===== src/source/mips_pkg.sv =====
package mips_pkg;

   typedef logic [31:0] word_t;
   typedef logic [4:0]  reg_addr_t;

   // primary opcodes, instr[31:26]
   typedef enum logic [5:0] {
      OP_RTYPE = 6'h00, OP_J     = 6'h02, OP_JAL  = 6'h03, OP_BEQ   = 6'h04,
      OP_BNE   = 6'h05, OP_ADDIU = 6'h09, OP_SLTI = 6'h0a, OP_SLTIU = 6'h0b,
      OP_ANDI  = 6'h0c, OP_ORI   = 6'h0d, OP_XORI = 6'h0e, OP_LUI   = 6'h0f,
      OP_LB    = 6'h20, OP_LH    = 6'h21, OP_LW   = 6'h23, OP_LBU   = 6'h24,
      OP_LHU   = 6'h25, OP_SB    = 6'h28, OP_SH   = 6'h29, OP_SW    = 6'h2b
   } opcode_e;

   // r-type function codes, instr[5:0]
   typedef enum logic [5:0] {
      FN_SLL  = 6'h00, FN_SRL  = 6'h02, FN_SRA = 6'h03, FN_JR   = 6'h08,
      FN_ADDU = 6'h21, FN_SUBU = 6'h23, FN_AND = 6'h24, FN_OR   = 6'h25,
      FN_XOR  = 6'h26, FN_NOR  = 6'h27, FN_SLT = 6'h2a, FN_SLTU = 6'h2b
   } funct_e;

   typedef enum logic [3:0] {
      ALU_ADD, ALU_SUB, ALU_AND, ALU_OR, ALU_XOR, ALU_NOR,
      ALU_SLT, ALU_SLTU, ALU_SLL, ALU_SRL, ALU_SRA, ALU_LUI
   } alu_op_e;

   // matches opcode bits 27:26 of the load/store group
   typedef enum logic [1:0] {MEM_BYTE = 2'b00, MEM_HALF = 2'b01, MEM_WORD = 2'b11} mem_size_e;

   typedef enum logic       {SRC_A_REG, SRC_A_SHAMT} src_a_e;
   typedef enum logic [1:0] {SRC_B_REG, SRC_B_IMM, SRC_B_EIGHT} src_b_e;
   typedef enum logic [1:0] {DST_RT, DST_RD, DST_R31} reg_dst_e;
   typedef enum logic [2:0] {FLOW_NONE, FLOW_BEQ, FLOW_BNE, FLOW_J, FLOW_JR} flow_e;

   typedef struct packed {
      alu_op_e   alu_op;
      src_a_e    src_a;
      src_b_e    src_b;
      reg_dst_e  reg_dst;
      flow_e     flow;
      logic      reg_write;
      logic      imm_signed;  // sign or zero extend imm16
      logic      mem_read;
      logic      mem_write;
      mem_size_e mem_size;
      logic      mem_signed;  // LB/LH
      logic      link;        // operand a from pc_ex
   } ctrl_t;

endpackage


===== src/source/dmem_if.sv =====
`timescale 1ns/1ps

interface dmem_if (
   input logic CLK,
   input logic rst
);
   import mips_pkg::*;

   word_t      addr;
   word_t      wdata;
   logic [3:0] be;
   logic       we;     // single-cycle strobe
   logic       re;     // single-cycle strobe
   word_t      rdata;  // valid one cycle after re

   modport master (output addr, wdata, be, we, re, input rdata);
   modport mem    (input addr, wdata, be, we, re, output rdata);

   a_be_idle: assert property (@(posedge CLK) disable iff (rst) !we |-> be == 4'b0000)
      else $error("dmem be active without we");

endinterface


===== src/source/alu.sv =====
`timescale 1ns/1ps

module alu (
   input  mips_pkg::word_t   a,
   input  mips_pkg::word_t   b,
   input  mips_pkg::alu_op_e op,
   output mips_pkg::word_t   y
);
   import mips_pkg::*;

   logic [4:0] shamt;

   assign shamt = a[4:0];  // shamt field or rs, chosen upstream

   always_comb begin
      case (op)
         ALU_ADD:  y = a + b;
         ALU_SUB:  y = a - b;
         ALU_AND:  y = a & b;
         ALU_OR:   y = a | b;
         ALU_XOR:  y = a ^ b;
         ALU_NOR:  y = ~(a | b);
         ALU_SLT:  y = {31'b0, $signed(a) < $signed(b)};
         ALU_SLTU: y = {31'b0, a < b};
         ALU_SLL:  y = b << shamt;
         ALU_SRL:  y = b >> shamt;
         ALU_SRA:  y = word_t'($signed(b) >>> shamt);
         ALU_LUI:  y = {b[15:0], 16'h0000};
         default:  y = '0;
      endcase
   end

endmodule


===== src/source/branch_unit.sv =====
`timescale 1ns/1ps

module branch_unit (
   input  mips_pkg::flow_e flow,
   input  mips_pkg::word_t rs_val,
   input  mips_pkg::word_t rt_val,
   input  mips_pkg::word_t pc_ex,
   input  logic [15:0]     imm,
   input  logic [25:0]     jtarget,
   output logic            taken,
   output mips_pkg::word_t target
);
   import mips_pkg::*;

   word_t pc_plus4;

   assign pc_plus4 = pc_ex + 32'd4;  // delay slot address

   always_comb begin
      taken  = 1'b0;
      target = pc_plus4 + {{14{imm[15]}}, imm, 2'b00};
      case (flow)
         FLOW_BEQ: taken = (rs_val == rt_val);
         FLOW_BNE: taken = (rs_val != rt_val);
         FLOW_J: begin
            taken  = 1'b1;
            target = {pc_plus4[31:28], jtarget, 2'b00};  // same 256 MB region
         end
         FLOW_JR: begin
            taken  = 1'b1;
            target = rs_val;
         end
         default: taken = 1'b0;
      endcase
   end

endmodule


===== src/source/control_decode.sv =====
`timescale 1ns/1ps

module control_decode (
   input  mips_pkg::word_t instr,
   output mips_pkg::ctrl_t ctrl
);
   import mips_pkg::*;

   opcode_e opcode;
   funct_e  funct;

   assign opcode = opcode_e'(instr[31:26]);
   assign funct  = funct_e'(instr[5:0]);

   always_comb begin
      // nop unless a known encoding says otherwise
      ctrl.alu_op     = ALU_ADD;
      ctrl.src_a      = SRC_A_REG;
      ctrl.src_b      = SRC_B_IMM;
      ctrl.reg_dst    = DST_RT;
      ctrl.flow       = FLOW_NONE;
      ctrl.reg_write  = 1'b0;
      ctrl.imm_signed = 1'b1;
      ctrl.mem_read   = 1'b0;
      ctrl.mem_write  = 1'b0;
      ctrl.mem_size   = MEM_WORD;
      ctrl.mem_signed = 1'b0;
      ctrl.link       = 1'b0;
      case (opcode)
         OP_RTYPE: begin
            ctrl.src_b     = SRC_B_REG;
            ctrl.reg_dst   = DST_RD;
            ctrl.reg_write = 1'b1;
            case (funct)
               FN_ADDU: ctrl.alu_op = ALU_ADD;
               FN_SUBU: ctrl.alu_op = ALU_SUB;
               FN_AND:  ctrl.alu_op = ALU_AND;
               FN_OR:   ctrl.alu_op = ALU_OR;
               FN_XOR:  ctrl.alu_op = ALU_XOR;
               FN_NOR:  ctrl.alu_op = ALU_NOR;
               FN_SLT:  ctrl.alu_op = ALU_SLT;
               FN_SLTU: ctrl.alu_op = ALU_SLTU;
               FN_SLL:  ctrl.alu_op = ALU_SLL;
               FN_SRL:  ctrl.alu_op = ALU_SRL;
               FN_SRA:  ctrl.alu_op = ALU_SRA;
               FN_JR: begin
                  ctrl.flow      = FLOW_JR;
                  ctrl.reg_write = 1'b0;
               end
               default: ctrl.reg_write = 1'b0;  // unknown funct
            endcase
            if (instr[5:2] == 4'b0000)
               ctrl.src_a = SRC_A_SHAMT;  // SLL/SRL/SRA
         end
         OP_ADDIU, OP_SLTI, OP_SLTIU, OP_ANDI, OP_ORI, OP_XORI, OP_LUI: begin
            ctrl.reg_write  = 1'b1;
            ctrl.imm_signed = ~instr[28];  // logic ops zero extend
            case (opcode)
               OP_SLTI:  ctrl.alu_op = ALU_SLT;
               OP_SLTIU: ctrl.alu_op = ALU_SLTU;
               OP_ANDI:  ctrl.alu_op = ALU_AND;
               OP_ORI:   ctrl.alu_op = ALU_OR;
               OP_XORI:  ctrl.alu_op = ALU_XOR;
               OP_LUI:   ctrl.alu_op = ALU_LUI;
               default:  ctrl.alu_op = ALU_ADD;
            endcase
         end
         OP_LB, OP_LH, OP_LW, OP_LBU, OP_LHU: begin
            ctrl.mem_read   = 1'b1;
            ctrl.reg_write  = 1'b1;
            ctrl.mem_size   = mem_size_e'(instr[27:26]);
            ctrl.mem_signed = ~instr[28];  // LBU/LHU set bit 28
         end
         OP_SB, OP_SH, OP_SW: begin
            ctrl.mem_write = 1'b1;
            ctrl.mem_size  = mem_size_e'(instr[27:26]);
         end
         OP_BEQ: ctrl.flow = FLOW_BEQ;
         OP_BNE: ctrl.flow = FLOW_BNE;
         OP_J:   ctrl.flow = FLOW_J;
         OP_JAL: begin
            ctrl.flow      = FLOW_J;
            ctrl.link      = 1'b1;
            ctrl.src_b     = SRC_B_EIGHT;  // pc_ex + 8
            ctrl.reg_dst   = DST_R31;
            ctrl.reg_write = 1'b1;
         end
         default: ctrl.flow = FLOW_NONE;
      endcase
   end

endmodule


===== src/source/cpu_top.sv =====
`timescale 1ns/1ps

module cpu_top #(
   parameter mips_pkg::word_t RESET_PC = 32'h0000_0000
) (
   input  logic            CLK,
   input  logic            rst,
   output mips_pkg::word_t imem_addr,
   input  mips_pkg::word_t imem_rdata,
   output mips_pkg::word_t dmem_addr,
   output mips_pkg::word_t dmem_wdata,
   output logic [3:0]      dmem_be,
   output logic            dmem_we,
   output logic            dmem_re,
   input  mips_pkg::word_t dmem_rdata
);
   import mips_pkg::*;

   word_t instr;  // execute-stage instruction
   ctrl_t ctrl;

   dmem_if dmem_bus (.CLK(CLK), .rst(rst));

   control_decode decode_i (.instr(instr), .ctrl(ctrl));

   datapath #(.RESET_PC(RESET_PC)) datapath_i (
      .CLK        (CLK),
      .rst        (rst),
      .imem_addr  (imem_addr),
      .imem_rdata (imem_rdata),
      .instr      (instr),
      .ctrl       (ctrl),
      .dmem       (dmem_bus.master)
   );

   assign dmem_addr      = dmem_bus.addr;
   assign dmem_wdata     = dmem_bus.wdata;
   assign dmem_be        = dmem_bus.be;
   assign dmem_we        = dmem_bus.we;
   assign dmem_re        = dmem_bus.re;
   assign dmem_bus.rdata = dmem_rdata;  // registered read in the memory

endmodule


===== src/source/datapath.sv =====
`timescale 1ns/1ps

module datapath #(
   parameter mips_pkg::word_t RESET_PC = 32'h0000_0000
) (
   input  logic            CLK,
   input  logic            rst,
   output mips_pkg::word_t imem_addr,
   input  mips_pkg::word_t imem_rdata,
   output mips_pkg::word_t instr,
   input  mips_pkg::ctrl_t ctrl,
   dmem_if.master          dmem
);
   import mips_pkg::*;

   word_t      pc;        // fetch address
   word_t      pc_ex;     // address of instr in execute
   logic       rst_q;
   reg_addr_t  rs;
   reg_addr_t  rt;
   reg_addr_t  dest;
   word_t      rd1;
   word_t      rd2;
   word_t      rs_val;
   word_t      rt_val;
   word_t      imm_ext;
   word_t      op_a;
   word_t      op_b;
   word_t      alu_y;
   word_t      br_target;
   logic       br_taken;
   word_t      st_wdata;
   logic [3:0] st_be;
   word_t      ld_data;
   word_t      wb_value;

   // writeback stage
   logic       wb_we;
   logic       wb_load;
   reg_addr_t  wb_dest;
   word_t      wb_alu;
   mem_size_e  wb_size;
   logic       wb_signed;

   assign imem_addr = pc;
   assign instr     = (rst || rst_q) ? '0 : imem_rdata;  // nop until first real fetch returns

   assign rs = instr[25:21];
   assign rt = instr[20:16];

   always_comb begin
      case (ctrl.reg_dst)
         DST_RD:  dest = instr[15:11];
         DST_R31: dest = 5'd31;
         default: dest = instr[20:16];
      endcase
   end

   reg_file regs_i (
      .CLK (CLK),
      .we  (wb_we),
      .ra1 (rs),
      .ra2 (rt),
      .wa  (wb_dest),
      .wd  (wb_value),
      .rd1 (rd1),
      .rd2 (rd2)
   );

   // writeback value bypasses the register file, covers load-use too
   assign wb_value = wb_load ? ld_data : wb_alu;
   assign rs_val   = (wb_we && wb_dest != 5'd0 && wb_dest == rs) ? wb_value : rd1;
   assign rt_val   = (wb_we && wb_dest != 5'd0 && wb_dest == rt) ? wb_value : rd2;

   assign imm_ext = ctrl.imm_signed ? {{16{instr[15]}}, instr[15:0]} : {16'b0, instr[15:0]};

   always_comb begin
      if (ctrl.link)
         op_a = pc_ex;
      else if (ctrl.src_a == SRC_A_SHAMT)
         op_a = {27'b0, instr[10:6]};
      else
         op_a = rs_val;
      case (ctrl.src_b)
         SRC_B_IMM:   op_b = imm_ext;
         SRC_B_EIGHT: op_b = 32'd8;
         default:     op_b = rt_val;
      endcase
   end

   alu alu_i (.a(op_a), .b(op_b), .op(ctrl.alu_op), .y(alu_y));

   branch_unit branch_i (
      .flow    (ctrl.flow),
      .rs_val  (rs_val),
      .rt_val  (rt_val),
      .pc_ex   (pc_ex),
      .imm     (instr[15:0]),
      .jtarget (instr[25:0]),
      .taken   (br_taken),
      .target  (br_target)
   );

   load_store_align align_i (
      .st_data   (rt_val),
      .st_size   (ctrl.mem_size),
      .st_offset (alu_y[1:0]),
      .wdata     (st_wdata),
      .be        (st_be),
      .ld_raw    (dmem.rdata),
      .ld_size   (wb_size),
      .ld_signed (wb_signed),
      .ld_offset (wb_alu[1:0]),
      .ld_data   (ld_data)
   );

   assign dmem.addr  = alu_y;
   assign dmem.wdata = st_wdata;
   assign dmem.be    = ctrl.mem_write ? st_be : 4'b0000;
   assign dmem.we    = ctrl.mem_write;
   assign dmem.re    = ctrl.mem_read;

   always_ff @(posedge CLK) begin
      if (rst) begin
         pc      <= RESET_PC;
         wb_we   <= 1'b0;
         wb_load <= 1'b0;
      end else begin
         pc      <= br_taken ? br_target : pc + 32'd4;  // delay slot already fetched
         wb_we   <= ctrl.reg_write;
         wb_load <= ctrl.mem_read;
      end
   end

   always_ff @(posedge CLK) begin
      rst_q     <= rst;
      pc_ex     <= pc;
      wb_dest   <= dest;
      wb_alu    <= alu_y;
      wb_size   <= ctrl.mem_size;
      wb_signed <= ctrl.mem_signed;
   end

   a_rw_exclusive: assert property (@(posedge CLK) disable iff (rst) !(dmem.we && dmem.re))
      else $error("dmem we and re together");

endmodule


===== src/source/load_store_align.sv =====
`timescale 1ns/1ps

module load_store_align (
   input  mips_pkg::word_t     st_data,
   input  mips_pkg::mem_size_e st_size,
   input  logic [1:0]          st_offset,
   output mips_pkg::word_t     wdata,
   output logic [3:0]          be,
   input  mips_pkg::word_t     ld_raw,
   input  mips_pkg::mem_size_e ld_size,
   input  logic                ld_signed,
   input  logic [1:0]          ld_offset,
   output mips_pkg::word_t     ld_data
);
   import mips_pkg::*;

   word_t       ld_shifted;
   logic [7:0]  byte_lane;
   logic [15:0] half_lane;

   // big-endian, offset 0 is bits 31:24, so shift by 8*(3-offset)
   always_comb begin
      case (st_size)
         MEM_BYTE: begin
            wdata = {24'b0, st_data[7:0]} << {~st_offset, 3'b000};
            be    = 4'b1000 >> st_offset;
         end
         MEM_HALF: begin
            wdata = st_offset[1] ? {16'b0, st_data[15:0]} : {st_data[15:0], 16'b0};
            be    = st_offset[1] ? 4'b0011 : 4'b1100;
         end
         default: begin
            wdata = st_data;
            be    = 4'b1111;
         end
      endcase
   end

   assign ld_shifted = ld_raw >> {~ld_offset, 3'b000};
   assign byte_lane  = ld_shifted[7:0];
   assign half_lane  = ld_offset[1] ? ld_raw[15:0] : ld_raw[31:16];

   always_comb begin
      case (ld_size)
         MEM_BYTE: ld_data = {{24{ld_signed & byte_lane[7]}}, byte_lane};
         MEM_HALF: ld_data = {{16{ld_signed & half_lane[15]}}, half_lane};
         default:  ld_data = ld_raw;
      endcase
   end

   always_comb begin
      a_half_aligned: assert final (!(st_size === MEM_HALF && st_offset[0] === 1'b1) &&
                                    !(ld_size === MEM_HALF && ld_offset[0] === 1'b1))
         else $error("halfword access at odd offset");
   end

endmodule


===== src/source/reg_file.sv =====
`timescale 1ns/1ps

module reg_file (
   input  logic                CLK,
   input  logic                we,
   input  mips_pkg::reg_addr_t ra1,
   input  mips_pkg::reg_addr_t ra2,
   input  mips_pkg::reg_addr_t wa,
   input  mips_pkg::word_t     wd,
   output mips_pkg::word_t     rd1,
   output mips_pkg::word_t     rd2
);
   import mips_pkg::*;

   word_t regs [32];

   always_ff @(posedge CLK) begin
      if (we && wa != 5'd0)
         regs[wa] <= wd;
   end

   // $zero reads zero whatever the array holds
   assign rd1 = (ra1 == 5'd0) ? '0 : regs[ra1];
   assign rd2 = (ra2 == 5'd0) ? '0 : regs[ra2];

   a_wa_known: assert property (@(posedge CLK) we |-> !$isunknown(wa))
      else $error("register write to unknown address");

endmodule

===== config.mk =====
export PLATFORM = sky130hd
export DESIGN_NAME = cpu_top
export DESIGN_NICKNAME = d
export VERILOG_FILES = /design/src/source/mips_pkg.sv /design/src/source/dmem_if.sv /design/src/source/alu.sv /design/src/source/branch_unit.sv /design/src/source/control_decode.sv /design/src/source/cpu_top.sv /design/src/source/datapath.sv /design/src/source/load_store_align.sv /design/src/source/reg_file.sv
export SDC_FILE = /design/constraint.sdc
export NUM_CORES = 2
export LEC_CHECK = 0
export BUFFER_PORTS_ARGS = -buffer_cell sky130_fd_sc_hd__buf_4
export CAP_MARGIN = 30
export CORE_MARGIN = 5
export CORE_UTILIZATION = 38
export DETAILED_ROUTE_END_ITERATION = 8
export GPL_ROUTABILITY_DRIVEN = 0
export PLACE_DENSITY = 0.6
export SYNTH_ARGS = -nofsm -noshare
export SYNTH_HDL_FRONTEND = slang
export SYNTH_HIERARCHICAL = 1
export SYNTH_SLANG_ARGS = --single-unit

===== constraint.sdc =====
create_clock -name CLK -period 6.8 [get_ports CLK]
set_input_delay 0 -clock CLK [delete_from_list [all_inputs] [get_ports CLK]]
set_output_delay 0 -clock CLK [all_outputs]
set_load 0.02 [all_outputs]

==> results.md <==
* Min Tclk post-route at slightly below 7000 ps
* Final Cycle Share at 102%
* Clock Latency Late Sink at approximately 810 ps
* Max-cap viol count at 0
* Initial antenna violation count at 22
* Fin worst setup slack at -159 ps
* Worst-Margin Slew at roughly 1200 ps
* Routed Antenna Nets at 0
* CP Launch Type: register
* Starting Density at about two fifths
* Top cell by count, worst path: buf_4
* RSZ-0062 raised after global routing: true
* Cells after Synth at 5354
* Status: finished, violations left
* CP max stage cell: o31ai_4
* Vias at ~58000
* Global route overflow at 0
* Slew Limit Fails at 0
* Dpl hpwl at between 150 and 200 mm
* Total I/O pin count at roughly 170
* Achievable clock frequency at roughly 0.14 GHz
* Fin. Hold Viols at 0
* Top delay family on crit path: compound AO/OA/AOI/OAI gates
* Seq/Total Area, Yosys at approximately half
* Fin nets at ~6000
* Htree depth at 4
* Routed WL per cell at roughly 36 µm
* Placed Cells at about 7900
* Via density at between 6 and 7
* Clock tree buffer depth at 3
* Unique masters post-synth at 122
* Buffers plus inverters on the worst setup path at 7
* Register area at 32900 µm²
* Iter 0 DRT Violations at 8927
* Clk_skew at between 40 and 50 ps
* Final setup vio count at 33
* Worst hold slack at between 90 and 100 ps
* Non-Filler Instances at about 8400
* Failing checks: DRC, setup timing
* Crit Path Class: reg -> out
* Pin count of the biggest net entering global routing at between 70 and 80
* Area after DPL at roughly 75000 µm²
* Multi-input gate area at about 35000 µm²
* Layout cells sized above 1 at ~32%
* Finished Core Util at a little under half
* Clock sinks at 1131
* Setup WS pre-CTS at -411 ps
* EDFF count, synth at ~1000
* Ys flop type: edfxtp_1
* Maximum vdd ir drop at 0.000265 V
* I/O Buffers at between 150 and 200
* Hold Path Class: in -> reg
* Fin area at approximately 84000 µm²
* Core Region at between 150000 and 200000 µm²
* GR Util All Layers at between 30% and 40%
* Vias in the first global route at 54000
* DRC viols at 16
* Clock root buffer: clkbuf_16
* Asr flop ratio synth at 0%
* # rows at around 160
* Max-Slew Margin vs Limit at between 20 and 25%
* Leak pwr at approximately 28 nW
* P&R area growth vs syn at 23.3%
* Worst-path clk slew at around 60 ps
* WP data required at approximately 6800 ps
* DIE AREA at ~190000 µm²
* First-pass GRT wire length at around 410 mm
* Post-synthesis area per instance at roughly 13 µm²
* Num CTS Buffers at between 100 and 150
* Initial DRT Pass Iterations at 9
* CTS tree: done
* Power Density at between 200 and 300 nW/µm²
* CP max FO at 17
* Synth warnings at 6
* Die W at around 430 µm
* Fillers at 15500
* Post-Syn Area at ~68000 µm²
* Die H at approximately 430 µm
* CP Capture Type: output pin
* #FFs+latches synth at roughly 1100
* CP arrival at about 7000 ps
* Largest stage delay on the critical path at around 580 ps
* Total Wirelength at 300 mm
-- worst reg2reg max path, delay by kind of cell (launching register included) --
family,cells,cell delay [ps]
compound gates,9,1990
buf+inv,10,1560
simple gates,4,910
mux,2,880
flops,1,380
fa+ha+maj,1,220
-- logic make-up (layout without fill, tap and decap cells) --
family,count (synthesis),in the layout,share of synthesized area (%)
adders and majority gates,137,137,2.54
DFF,1131,1131,48.2
xor gates and xnor gates,119,119,1.53
AOI/OAI and AO/OA,1326,1326,14.0
muxes,885,885,20.8
and+or+nand+nor,1174,1176,8.82
other,1,45,0.00549
buffers and inverters,581,1229,4.12
-- metrics by stage --
step / TNS (ps) / power [mW]
finish: -3390 / 23.7
global route: -7780 / 24.3
CTS: -2.92 / 23.0
detailed placement: -10250 / 15.4
global placement: -5590 / 15.3
floorplan: 0 / 12.4
-- Yosys cell counts, types with 15 or more instances --
cell       instances  share of area (%)
edfxtp_1        1024                 45
a22o_1            31               0.40
o31ai_1           50               0.55
mux4_2           334                 11
dfxtp_1          107                3.1
a211oi_1          97                1.1
inv_1            135               0.74
o21bai_1          21               0.23
a22oi_1          112                1.2
nand3_1           63               0.46
o21ai_0          231                1.7
and2_1            53               0.49
buf_2            130               0.95
buf_6             20               0.33
xnor2_1           94                1.2
a21o_1            37               0.41
buf_1             23               0.13
a221oi_2          20               0.44
o2111ai_1         24               0.31
nor3_1            56               0.41
mux4_1            65                2.5
buf_4             67               0.74
nor4_1            54               0.49
a221o_1           25               0.37
xor2_1            25               0.32
nand2b_1          21               0.19
nand2_1          315                1.7
a222oi_1          21               0.31
a31oi_1           52               0.48
clkbuf_1         196                1.1
o31ai_2           34               0.62
o221ai_1          72               0.92
a311oi_1          40               0.51
mux2i_1          376                5.5
a21oi_1          252                1.8
nor4_2            32               0.59
and3_1            21               0.19
a221oi_1          54               0.69
a211o_1           17               0.22
nor2_1           331                1.8
nor2b_1           70               0.64
o21ai_1           15               0.11
ha_1             134                2.5
nand4_1           64               0.59
mux2_2           110                1.8
-- path summary, 6_finish.rpt --
path	cells after the start	to	from	slack, ps
hold / removal	7	datapath_i/imem_addr[5]	imem_rdata[3]	90
setup reg to reg	26	datapath_i/wb_alu[21]	datapath_i/rst_q	750
setup / recovery	26	dmem_wdata[13]	datapath_i/rst_q	-160
hold reg to reg	0	datapath_i/pc_ex[11]	datapath_i/imem_addr[11]	400
-- state kept, by name (all words and copies together), names as in the netlist --
register,cells
datapath_i/imem_addr,32
datapath_i/wb_size,2
datapath_i/wb_load,1
datapath_i/wb_we,1
datapath_i/pc_ex,32
datapath_i/rst_q,1
datapath_i/regs_i/regs,1024
datapath_i/wb_alu,32
datapath_i/wb_dest,5
datapath_i/wb_signed,1
-- routing by layer --
metal / track usage (%) / wire length (µm) / vias up
li1: - / - / 22700
met1: 38.3 / 105000 / 28800
met2: 44.5 / 126000 / 4836
met3: 11.4 / 43600 / 1259
met4: 19.6 / 25300 / 12
met5: 0 / 184 / -
-- final cells by class --
class / instances / share of cell area, %
multi-input combinational: 3675 / 41.5
sequential: 1131 / 39.1
timing repair buffer: 856 / 9.89
clock buffer: 154 / 4.09
tap: 2355 / 3.50
clock inverter: 81 / 1.23
inverter: 138 / 0.645
antenna: 13 / 0.0386
-- placed cells by master, fill, tap and decap left out, drive strengths merged, types with 60 or more instances in the layout --
cell type | Yosys | layout
a211oi | 99 | 99
nand3 | 64 | 64
buf | 245 | 811
dfxtp | 107 | 107
nor4 | 87 | 87
clkinv | 2 | 60
o221ai | 72 | 72
mux4 | 399 | 399
nor2 | 333 | 334
a22oi | 113 | 113
mux2i | 376 | 376
clkbuf | 198 | 166
nand2 | 316 | 316
o21ai | 247 | 247
xnor2 | 94 | 94
nor2b | 70 | 70
ha | 134 | 134
o31ai | 84 | 84
inv | 136 | 136
a221oi | 74 | 74
nand4 | 65 | 65
a21oi | 253 | 253
edfxtp | 1024 | 1024
mux2 | 110 | 110
-- repair_timing --
item | 4_1_cts | 5_1_grt
endpoints found under the hold margin | 35 | 0
resized for setup | 234 | 271
hold buffers | 19 | 0
setup buffers | 78 | 113
cloned | 25 | 10
pin swaps | 43 | 102
endpoints found under the setup margin | 66 | 62
-- report_power, final --
part | switching (mW) | total (mW) | internal, mW
clock network | 3.13 | 7.29 | 4.16
registers | 0.186 | 8.75 | 8.57
logic | 4.98 | 7.67 | 2.69
Power figures use the tool's default switching activity.
